<file path="src/rtl/aud_pkg.sv">
`default_nettype none

package aud_pkg;

	// external sram geometry
	localparam int REC_ADDR_W = 20;
	localparam int SAMPLE_W = 16;

	// enough for MAX_SPEED times the full address range
	localparam int CNT_W = 24;

	typedef enum logic [1:0] {
		MODE_FAST = 2'd0,
		MODE_HOLD = 2'd1,
		MODE_LINEAR = 2'd2
	} play_mode_e;

	// registered playback command, decode to execute
	typedef struct packed {
		play_mode_e mode;
		logic [3:0] speed;
		// record length / speed, truncated
		logic [CNT_W-1:0] fast_words;
		// speed * (length - 1) + 1
		logic [CNT_W-1:0] slow_words;
		// one cycle start strobe
		logic go;
	} play_cmd_t;

endpackage

`default_nettype wire
</file>
<file path="src/rtl/aud_playback_top.sv">
`timescale 1ns/10ps
`default_nettype none

module aud_playback_top import aud_pkg::*; #(
	parameter int MAX_SPEED = 8
) (
	input  wire logic i_clk,
	input  wire logic i_rst_n,
	input  wire logic i_start,
	input  wire logic i_stop,
	input  wire logic i_pause,
	input  wire logic [3:0] i_speed,
	input  wire logic i_fast,
	input  wire logic i_slow_0,
	input  wire logic i_slow_1,
	input  wire logic i_daclrck,
	input  wire logic [REC_ADDR_W-1:0] i_record_len,
	input  wire logic [SAMPLE_W-1:0] i_sram_data,
	output logic [REC_ADDR_W-1:0] o_sram_addr,
	output logic o_aud_dacdat,
	output logic o_aud_frame,
	output logic o_finish
);

	play_cmd_t cmd;
	logic player_en;
	logic sent_finish;
	logic [SAMPLE_W-1:0] sample;

	play_mode_decode #(.MAX_SPEED(MAX_SPEED)) decode0 (
		.i_clk(i_clk),
		.i_rst_n(i_rst_n),
		.i_start(i_start),
		.i_pause(i_pause),
		.i_speed(i_speed),
		.i_fast(i_fast),
		.i_slow_0(i_slow_0),
		.i_slow_1(i_slow_1),
		.i_record_len(i_record_len),
		.o_cmd(cmd)
	);

	aud_dsp #(.MAX_SPEED(MAX_SPEED)) dsp0 (
		.i_clk(i_clk),
		.i_rst_n(i_rst_n),
		.i_cmd(cmd),
		.i_stop(i_stop),
		.i_pause(i_pause),
		.i_daclrck(i_daclrck),
		.i_sent_finish(sent_finish),
		.i_sram_data(i_sram_data),
		.o_sram_addr(o_sram_addr),
		.o_sample(sample),
		.o_player_en(player_en),
		.o_finish(o_finish)
	);

	// serializer is the result stage
	aud_player player0 (
		.i_clk(i_clk),
		.i_rst_n(i_rst_n),
		.i_en(player_en),
		.i_sample(sample),
		.o_dacdat(o_aud_dacdat),
		.o_frame(o_aud_frame),
		.o_sent_finish(sent_finish)
	);

endmodule

`default_nettype wire

</file>
<file path="src/rtl/aud_player.sv">
`timescale 1ns/10ps
`default_nettype none

module aud_player import aud_pkg::*; (
	input  wire logic i_clk,
	input  wire logic i_rst_n,
	input  wire logic i_en,
	input  wire logic [SAMPLE_W-1:0] i_sample,
	output logic o_dacdat,
	output logic o_frame,
	output logic o_sent_finish
);

	localparam int BIT_W = $clog2(SAMPLE_W);

	typedef enum logic [1:0] {
		S_IDLE,
		S_FRAME,
		S_DATA,
		S_DONE
	} state_e;

	state_e state_r;
	logic [BIT_W-1:0] bit_cnt_r;
	logic [SAMPLE_W-1:0] shift_r;
	logic dacdat_r;
	logic frame_r;
	logic sent_r;

	always_ff @(posedge i_clk) begin
		if (!i_rst_n) begin
			state_r <= S_IDLE;
			bit_cnt_r <= '0;
			dacdat_r <= 1'b0;
			frame_r <= 1'b0;
			sent_r <= 1'b0;
		end else begin
			frame_r <= 1'b0;
			sent_r <= 1'b0;
			case (state_r)
				S_IDLE: begin
					if (i_en) begin
						frame_r <= 1'b1;
						state_r <= S_FRAME;
					end
				end
				S_FRAME: begin
					if (!i_en) begin
						state_r <= S_IDLE;
					end else begin
						dacdat_r <= i_sample[SAMPLE_W-1];
						bit_cnt_r <= '0;
						state_r <= S_DATA;
					end
				end
				S_DATA: begin
					// enable dropped mid word, abandon it
					if (!i_en) begin
						dacdat_r <= 1'b0;
						state_r <= S_IDLE;
					end else if (bit_cnt_r == BIT_W'(SAMPLE_W - 1)) begin
						dacdat_r <= 1'b0;
						sent_r <= 1'b1;
						state_r <= S_DONE;
					end else begin
						dacdat_r <= shift_r[SAMPLE_W-1];
						bit_cnt_r <= bit_cnt_r + 1'b1;
					end
				end
				// one word per enable
				S_DONE: if (!i_en) state_r <= S_IDLE;
				default: state_r <= S_IDLE;
			endcase
		end
	end

	always_ff @(posedge i_clk) begin
		if (state_r == S_FRAME)
			shift_r <= {i_sample[SAMPLE_W-2:0], 1'b0};
		else if (state_r == S_DATA)
			shift_r <= {shift_r[SAMPLE_W-2:0], 1'b0};
	end

	assign o_dacdat = dacdat_r;
	assign o_frame = frame_r;
	assign o_sent_finish = sent_r;

	a_sent_pulse: assert property (@(posedge i_clk) disable iff (!i_rst_n)
		o_sent_finish |=> !o_sent_finish);

endmodule

`default_nettype wire

</file>
<file path="src/rtl/aud_dsp.sv">
`timescale 1ns/10ps
`default_nettype none

module aud_dsp import aud_pkg::*; #(
	parameter int MAX_SPEED = 8
) (
	input  wire logic i_clk,
	input  wire logic i_rst_n,
	input  wire play_cmd_t i_cmd,
	input  wire logic i_stop,
	input  wire logic i_pause,
	input  wire logic i_daclrck,
	input  wire logic i_sent_finish,
	input  wire logic [SAMPLE_W-1:0] i_sram_data,
	output logic [REC_ADDR_W-1:0] o_sram_addr,
	output logic [SAMPLE_W-1:0] o_sample,
	output logic o_player_en,
	output logic o_finish
);

	localparam int PH_W = $clog2(MAX_SPEED + 1);

	typedef enum logic [2:0] {
		S_IDLE,
		S_FAST_FETCH,
		S_FAST_SEND,
		S_SLOW_FETCH,
		S_SLOW_SEND
	} state_e;

	state_e state_r;
	logic [REC_ADDR_W-1:0] addr_r;
	logic [CNT_W-1:0] sent_cnt_r;
	logic [PH_W-1:0] phase_r;
	logic [1:0] fetch_cnt_r;
	logic player_en_r;
	logic finish_r;
	logic stop_d_r;

	logic signed [SAMPLE_W-1:0] sram1_r;
	logic signed [SAMPLE_W-1:0] sram2_r;
	logic signed [SAMPLE_W-1:0] sample_r;

	logic signed [SAMPLE_W:0] diff;
	logic signed [SAMPLE_W:0] step_full;
	logic signed [SAMPLE_W-1:0] step;
	logic [PH_W-1:0] phase_inc;
	logic phase_wrap;
	logic stop_rise;
	logic [CNT_W-1:0] words_sel;
	logic last_word;

	// 17 bit difference so large swings do not overflow
	assign diff = sram2_r - sram1_r;
	assign step_full = diff / $signed({1'b0, i_cmd.speed});
	assign step = step_full[SAMPLE_W-1:0];

	assign phase_inc = phase_r + 1'b1;
	assign phase_wrap = (phase_inc == PH_W'(i_cmd.speed));
	assign stop_rise = i_stop && !stop_d_r;

	assign words_sel = (state_r == S_FAST_SEND) ? i_cmd.fast_words : i_cmd.slow_words;
	assign last_word = (sent_cnt_r >= words_sel);

	always_ff @(posedge i_clk) begin
		if (!i_rst_n) begin
			state_r <= S_IDLE;
			addr_r <= '0;
			sent_cnt_r <= '0;
			phase_r <= '0;
			fetch_cnt_r <= '0;
			player_en_r <= 1'b0;
			finish_r <= 1'b0;
			stop_d_r <= 1'b0;
		end else begin
			stop_d_r <= i_stop;
			finish_r <= stop_rise;
			if (i_stop) begin
				state_r <= S_IDLE;
				addr_r <= '0;
				sent_cnt_r <= '0;
				phase_r <= '0;
				fetch_cnt_r <= '0;
				player_en_r <= 1'b0;
			end else begin
				case (state_r)
					S_IDLE: begin
						addr_r <= '0;
						sent_cnt_r <= '0;
						phase_r <= '0;
						fetch_cnt_r <= '0;
						if (i_cmd.go)
							state_r <= (i_cmd.mode == MODE_FAST) ? S_FAST_FETCH : S_SLOW_FETCH;
					end
					S_FAST_FETCH: begin
						// skip ahead by speed
						addr_r <= addr_r + REC_ADDR_W'(i_cmd.speed);
						sent_cnt_r <= sent_cnt_r + 1'b1;
						state_r <= S_FAST_SEND;
					end
					S_SLOW_FETCH: begin
						fetch_cnt_r <= fetch_cnt_r + 1'b1;
						case (fetch_cnt_r)
							2'd0: addr_r <= addr_r + 1'b1;
							// back to j unless this was the last phase of j
							2'd1: if (!phase_wrap) addr_r <= addr_r - 1'b1;
							default: begin
								fetch_cnt_r <= '0;
								phase_r <= phase_wrap ? '0 : phase_inc;
								sent_cnt_r <= sent_cnt_r + 1'b1;
								state_r <= S_SLOW_SEND;
							end
						endcase
					end
					S_FAST_SEND, S_SLOW_SEND: begin
						if (player_en_r && i_sent_finish) begin
							player_en_r <= 1'b0;
							if (last_word) begin
								state_r <= S_IDLE;
								addr_r <= '0;
								finish_r <= 1'b1;
							end else if (state_r == S_FAST_SEND) begin
								state_r <= S_FAST_FETCH;
							end else begin
								state_r <= S_SLOW_FETCH;
							end
						end else if (!player_en_r && i_daclrck && !i_pause) begin
							player_en_r <= 1'b1;
						end
					end
					default: state_r <= S_IDLE;
				endcase
			end
		end
	end

	// sample path
	always_ff @(posedge i_clk) begin
		if (state_r == S_FAST_FETCH)
			sample_r <= i_sram_data;
		if (state_r == S_SLOW_FETCH) begin
			if (fetch_cnt_r == 2'd0)
				sram1_r <= i_sram_data;
			if (fetch_cnt_r == 2'd1)
				sram2_r <= i_sram_data;
			if (fetch_cnt_r == 2'd2) begin
				if (i_cmd.mode == MODE_LINEAR && phase_r != '0)
					sample_r <= sample_r + step;
				else
					sample_r <= sram1_r;
			end
		end
	end

	assign o_sram_addr = addr_r;
	assign o_sample = sample_r;
	assign o_player_en = player_en_r;
	assign o_finish = finish_r;

	a_en_rise: assert property (@(posedge i_clk) disable iff (!i_rst_n)
		$rose(o_player_en) |-> $past(i_daclrck && !i_pause));

	a_finish_pulse: assert property (@(posedge i_clk) disable iff (!i_rst_n)
		o_finish |=> !o_finish);

	a_phase_range: assert property (@(posedge i_clk) disable iff (!i_rst_n)
		phase_r < PH_W'(MAX_SPEED));

endmodule

`default_nettype wire

</file>
<file path="src/rtl/play_mode_decode.sv">
`timescale 1ns/10ps
`default_nettype none

module play_mode_decode import aud_pkg::*; #(
	parameter int MAX_SPEED = 8
) (
	input  wire logic i_clk,
	input  wire logic i_rst_n,
	input  wire logic i_start,
	input  wire logic i_pause,
	input  wire logic [3:0] i_speed,
	input  wire logic i_fast,
	input  wire logic i_slow_0,
	input  wire logic i_slow_1,
	input  wire logic [REC_ADDR_W-1:0] i_record_len,
	output play_cmd_t o_cmd
);

	logic [3:0] speed_c;
	play_mode_e mode_c;
	logic start_ok;

	logic go_r;
	play_mode_e mode_r;
	logic [3:0] speed_r;
	logic [CNT_W-1:0] fast_words_r;
	logic [CNT_W-1:0] slow_words_r;

	// clamp speed into 1..MAX_SPEED
	always_comb begin
		if (i_speed == 4'd0)
			speed_c = 4'd1;
		else if (i_speed > 4'(MAX_SPEED))
			speed_c = 4'(MAX_SPEED);
		else
			speed_c = i_speed;
	end

	// fast wins over hold, hold over linear
	always_comb begin
		if (i_fast)
			mode_c = MODE_FAST;
		else if (i_slow_0)
			mode_c = MODE_HOLD;
		else
			mode_c = MODE_LINEAR;
	end

	assign start_ok = i_start && !i_pause && (i_fast || i_slow_0 || i_slow_1);

	always_ff @(posedge i_clk) begin
		if (!i_rst_n) begin
			go_r <= 1'b0;
			mode_r <= MODE_FAST;
			speed_r <= 4'd1;
		end else begin
			go_r <= start_ok;
			if (start_ok) begin
				mode_r <= mode_c;
				speed_r <= speed_c;
			end
		end
	end

	// word counts computed once per start
	always_ff @(posedge i_clk) begin
		if (start_ok) begin
			fast_words_r <= CNT_W'(i_record_len) / CNT_W'(speed_c);
			slow_words_r <= CNT_W'(speed_c) * (CNT_W'(i_record_len) - CNT_W'(1)) + CNT_W'(1);
		end
	end

	assign o_cmd = '{
		mode: mode_r,
		speed: speed_r,
		fast_words: fast_words_r,
		slow_words: slow_words_r,
		go: go_r
	};

	a_speed_range: assert property (@(posedge i_clk) disable iff (!i_rst_n)
		o_cmd.speed >= 4'd1 && o_cmd.speed <= 4'(MAX_SPEED));

endmodule

`default_nettype wire

</file>
<file path="config.mk">
export PLATFORM = sky130hd
export DESIGN_NAME = aud_playback_top
export DESIGN_NICKNAME = d
export VERILOG_FILES = /design/src/rtl/aud_pkg.sv /design/src/rtl/aud_playback_top.sv /design/src/rtl/aud_player.sv /design/src/rtl/aud_dsp.sv /design/src/rtl/play_mode_decode.sv
export SDC_FILE = /design/constraint.sdc
export NUM_CORES = 1
export LEC_CHECK = 0
export BUFFER_PORTS_ARGS = -buffer_cell sky130_fd_sc_hd__buf_2
export CAP_MARGIN = 30
export CORE_MARGIN = 4
export CORE_UTILIZATION = 35
export DETAILED_ROUTE_END_ITERATION = 8
export SLEW_MARGIN = 20
export SYNTH_ARGS = -nofsm -noshare
export SYNTH_HDL_FRONTEND = slang
export SYNTH_SLANG_ARGS = --single-unit
</file>
<file path="constraint.sdc">
create_clock -name i_clk -period 73.9 [get_ports i_clk]
set_clock_uncertainty 0.05 [all_clocks]
set_input_delay 3.695 -clock i_clk [delete_from_list [all_inputs] [get_ports i_clk]]
set_output_delay 3.695 -clock i_clk [all_outputs]
set_load 0.03 [all_outputs]
</file>
==> results.cfg <==
[critical_path]
required_ns = 74.06
cpPeakStageDelay_ns = 0.74
end_kind = flop
cp.arrival_ns = 54.72
cp_top_family = compound AO/OA/AOI/OAI gates
path_buf_inv = 19
path_class = in2reg
cpMostUsedCell = o21a_1
r2r_cells = 179
crit_path_top_delay_cell = or4_1
path_max_fanout = 31
setup.worst_path.start_class = input port
worst-path-stages = 218

[synthesis]
ys_seq_area_frac = 0.1683
synthDistinctLibCells = 141
synth_top_area_cell = ha_1
synth_cells = 3509
yosys_most_used_dff = edfxtp_1
synth.avg_cell_area_sq_um = 7.816
synth_top_area_frac = 0.1214
ys_warn_count = 0
async_reset_ff_frac = 0
yosys_register_bits = 183
netlist_area_sq_mm = 0.02743
synthTopCellsByArea = ha_1 12%, edfxtp_1 10%, dfxtp_1 6.4%
synth_commonest_cells = 345 x nor2_1, 289 x nand2_1, 269 x a21oi_1
synth_edf_count = 95
synth_most_common_cell = nor2_1

[timing]
worstMarginPinSlew_ns = 0.9734
relSlewSlack = 0.3426
rsz0062_at_grt = false
fin_ws_ns = 19.34
finalCriticalPeriod_ns = 54.56
hold_violations = 0
max_freq_ghz = 0.01833
slew_violations = 0
timing.setup.tns_ns = 0
setup_viol = 0
final.period_utilization = 0.7382

[placed_design]
gp_congestion = 0.9309
place_area_sq_mm = 0.02899
pre_cts_slack_ns = 19.29
dpl.hpwl_mm = 59.82
place_inst = 4561
io_buffers = 71

[floorplanning]
initial_utilization = 0.3534
io_pins = 72
die_w_um = 287.9
dieHeight_um = 287.9
die_area_sq_mm = 0.08290
core-area_sq_mm = 0.07759
std_cell_rows = 102

[hold_path]
whs_path_depth = 1
hold_class = reg2reg

[route]
avgRoutedWirePerCell_um = 16.12
num_vias = 25760
vias_per_cell = 5.610
drt-initial-drc-count = 1895
dr.pass1.iters = 5
route.detailed.drc = 0
wirelength_mm = 74.04
drt.antenna.violating_nets = 0

[clock_network]
cts_setup_buffers = 0
cts_buffer_depth = 2
numCtsBuffers = 17
clock_sinks = 183
worst_skew_pair.late_latency_ns = 0.47
clockRootBuffer = clkbuf_16
cts_hold_buf = 0
clk_pin_slew_ns = 0.08
h-tree-depth = 4
cts_resized = 0
cts_tree = built

[flow_run]
cap_violations = 0

[global_route]
grt_use_total = 0.1754
antenna_found_initial = 0
globalRouteMet1Util = 0.2480
busiest_layer = met2
grt_start_max_net_pins = 61
grt_pass1_wl_mm = 122.7
grt_pass1_vias = 24130
grt_util_met3 = 0.01979
gr-total-overflow = 0
met2_usage = 0.2876

[final_layout]
fin_nets = 3899
fill_cells = 8178
design_area_sq_mm = 0.02956
synthToLayoutAreaGrowth_pct = 7.783
fin_cells = 4592
drive_gt1_frac = 0.09431
antenna_cells = 0

[status]
run_status = complete, no violations
-- cells by family after synthesis --
kind of cell,synth area share
and+or+nand+nor,0.2509
buffers and inverters,0.03965
DFF,0.1683
AOI/OAI and AO/OA,0.2601
other,0.0001367
adders and majority gates,0.1542
muxes,0.04822
xor gates and xnor gates,0.07861
-- flip-flops by register name, indices dropped and copies added, names as in the netlist --
| name | cells |
|---|---|
| dsp0.sent_cnt_r | 24 |
| dsp0.o_finish | 1 |
| dsp0.sram2_r | 16 |
| dsp0.o_player_en | 1 |
| dsp0.sram1_r | 16 |
| dsp0.phase_r | 4 |
| player0.o_frame | 1 |
| player0.bit_cnt_r | 4 |
| dsp0.state_r | 3 |
| player0.o_dacdat | 1 |
| dsp0.o_sample | 16 |
| player0.o_sent_finish | 1 |
| decode0.slow_words_r | 24 |
| decode0.mode_r | 2 |
| player0.shift_r | 15 |
| dsp0.o_sram_addr | 20 |
| decode0.fast_words_r | 24 |
| player0.state_r | 2 |
| decode0.go_r | 1 |
| dsp0.fetch_cnt_r | 2 |
| decode0.speed_r | 4 |
| dsp0.stop_d_r | 1 |
-- per-layer routing --
layer / share of wire / up-vias / wire length (um)
li1: - / 13080 / -
met1: 0.50 / 12080 / 37180
met2: 0.45 / 515 / 33000
met3: 0.035 / 90 / 2628
met4: 0.017 / 0 / 1237
met5: 0 / - / 0
-- layout make-up --
class / count / area [sq um] / area share
timing repair buffer: 99 / 576.8 / 0.01951
clock inverter: 10 / 77.57 / 0.002624
clock buffer: 21 / 493.0 / 0.01668
tap: 1040 / 1301 / 0.04402
multi-input combinational: 3047 / 21780 / 0.7367
inverter: 192 / 720.7 / 0.02438
sequential: 183 / 4614 / 0.1561
-- per-stage QoR --
stage,utilization,hold slack (ns)
floorplan,-,0.3579
global placement,0.3733,0.3964
detailed placement,0.3736,0.3929
CTS,0.3810,0.4024
global route,0.3810,0.4063
finish,0.3810,0.3984
-- placed cells by master, fill, tap and decap left out, drive strengths merged, types with 48 or more instances in the layout --
cell	instances
o21a	91
nand2b	54
xnor2	159
nor3	141
and3	48
and2	61
or3	71
dfxtp	88
buf	99
nor2	353
mux2i	65
a21o	82
xor2	82
nand2	290
nand3	81
mux2	59
a21oi	272
ha	266
inv	198
o21ai	169
edfxtp	95
-- worst paths after layout --
kind | end | slack [ns] | startpoint
worst max register to register | dsp0.o_sample[15] | 33.20 | dsp0.sram2_r[0]
worst min-delay path | dsp0.o_finish | 0.40 | dsp0.stop_d_r
worst min register to register | dsp0.o_finish | 0.40 | dsp0.stop_d_r
worst max-delay path | decode0.fast_words_r[0] | 19.34 | i_speed[3]
Power is left out: the tool's default activity adds up to more than one toggle a clock period on the data nets, which glitch-free logic cannot reach.
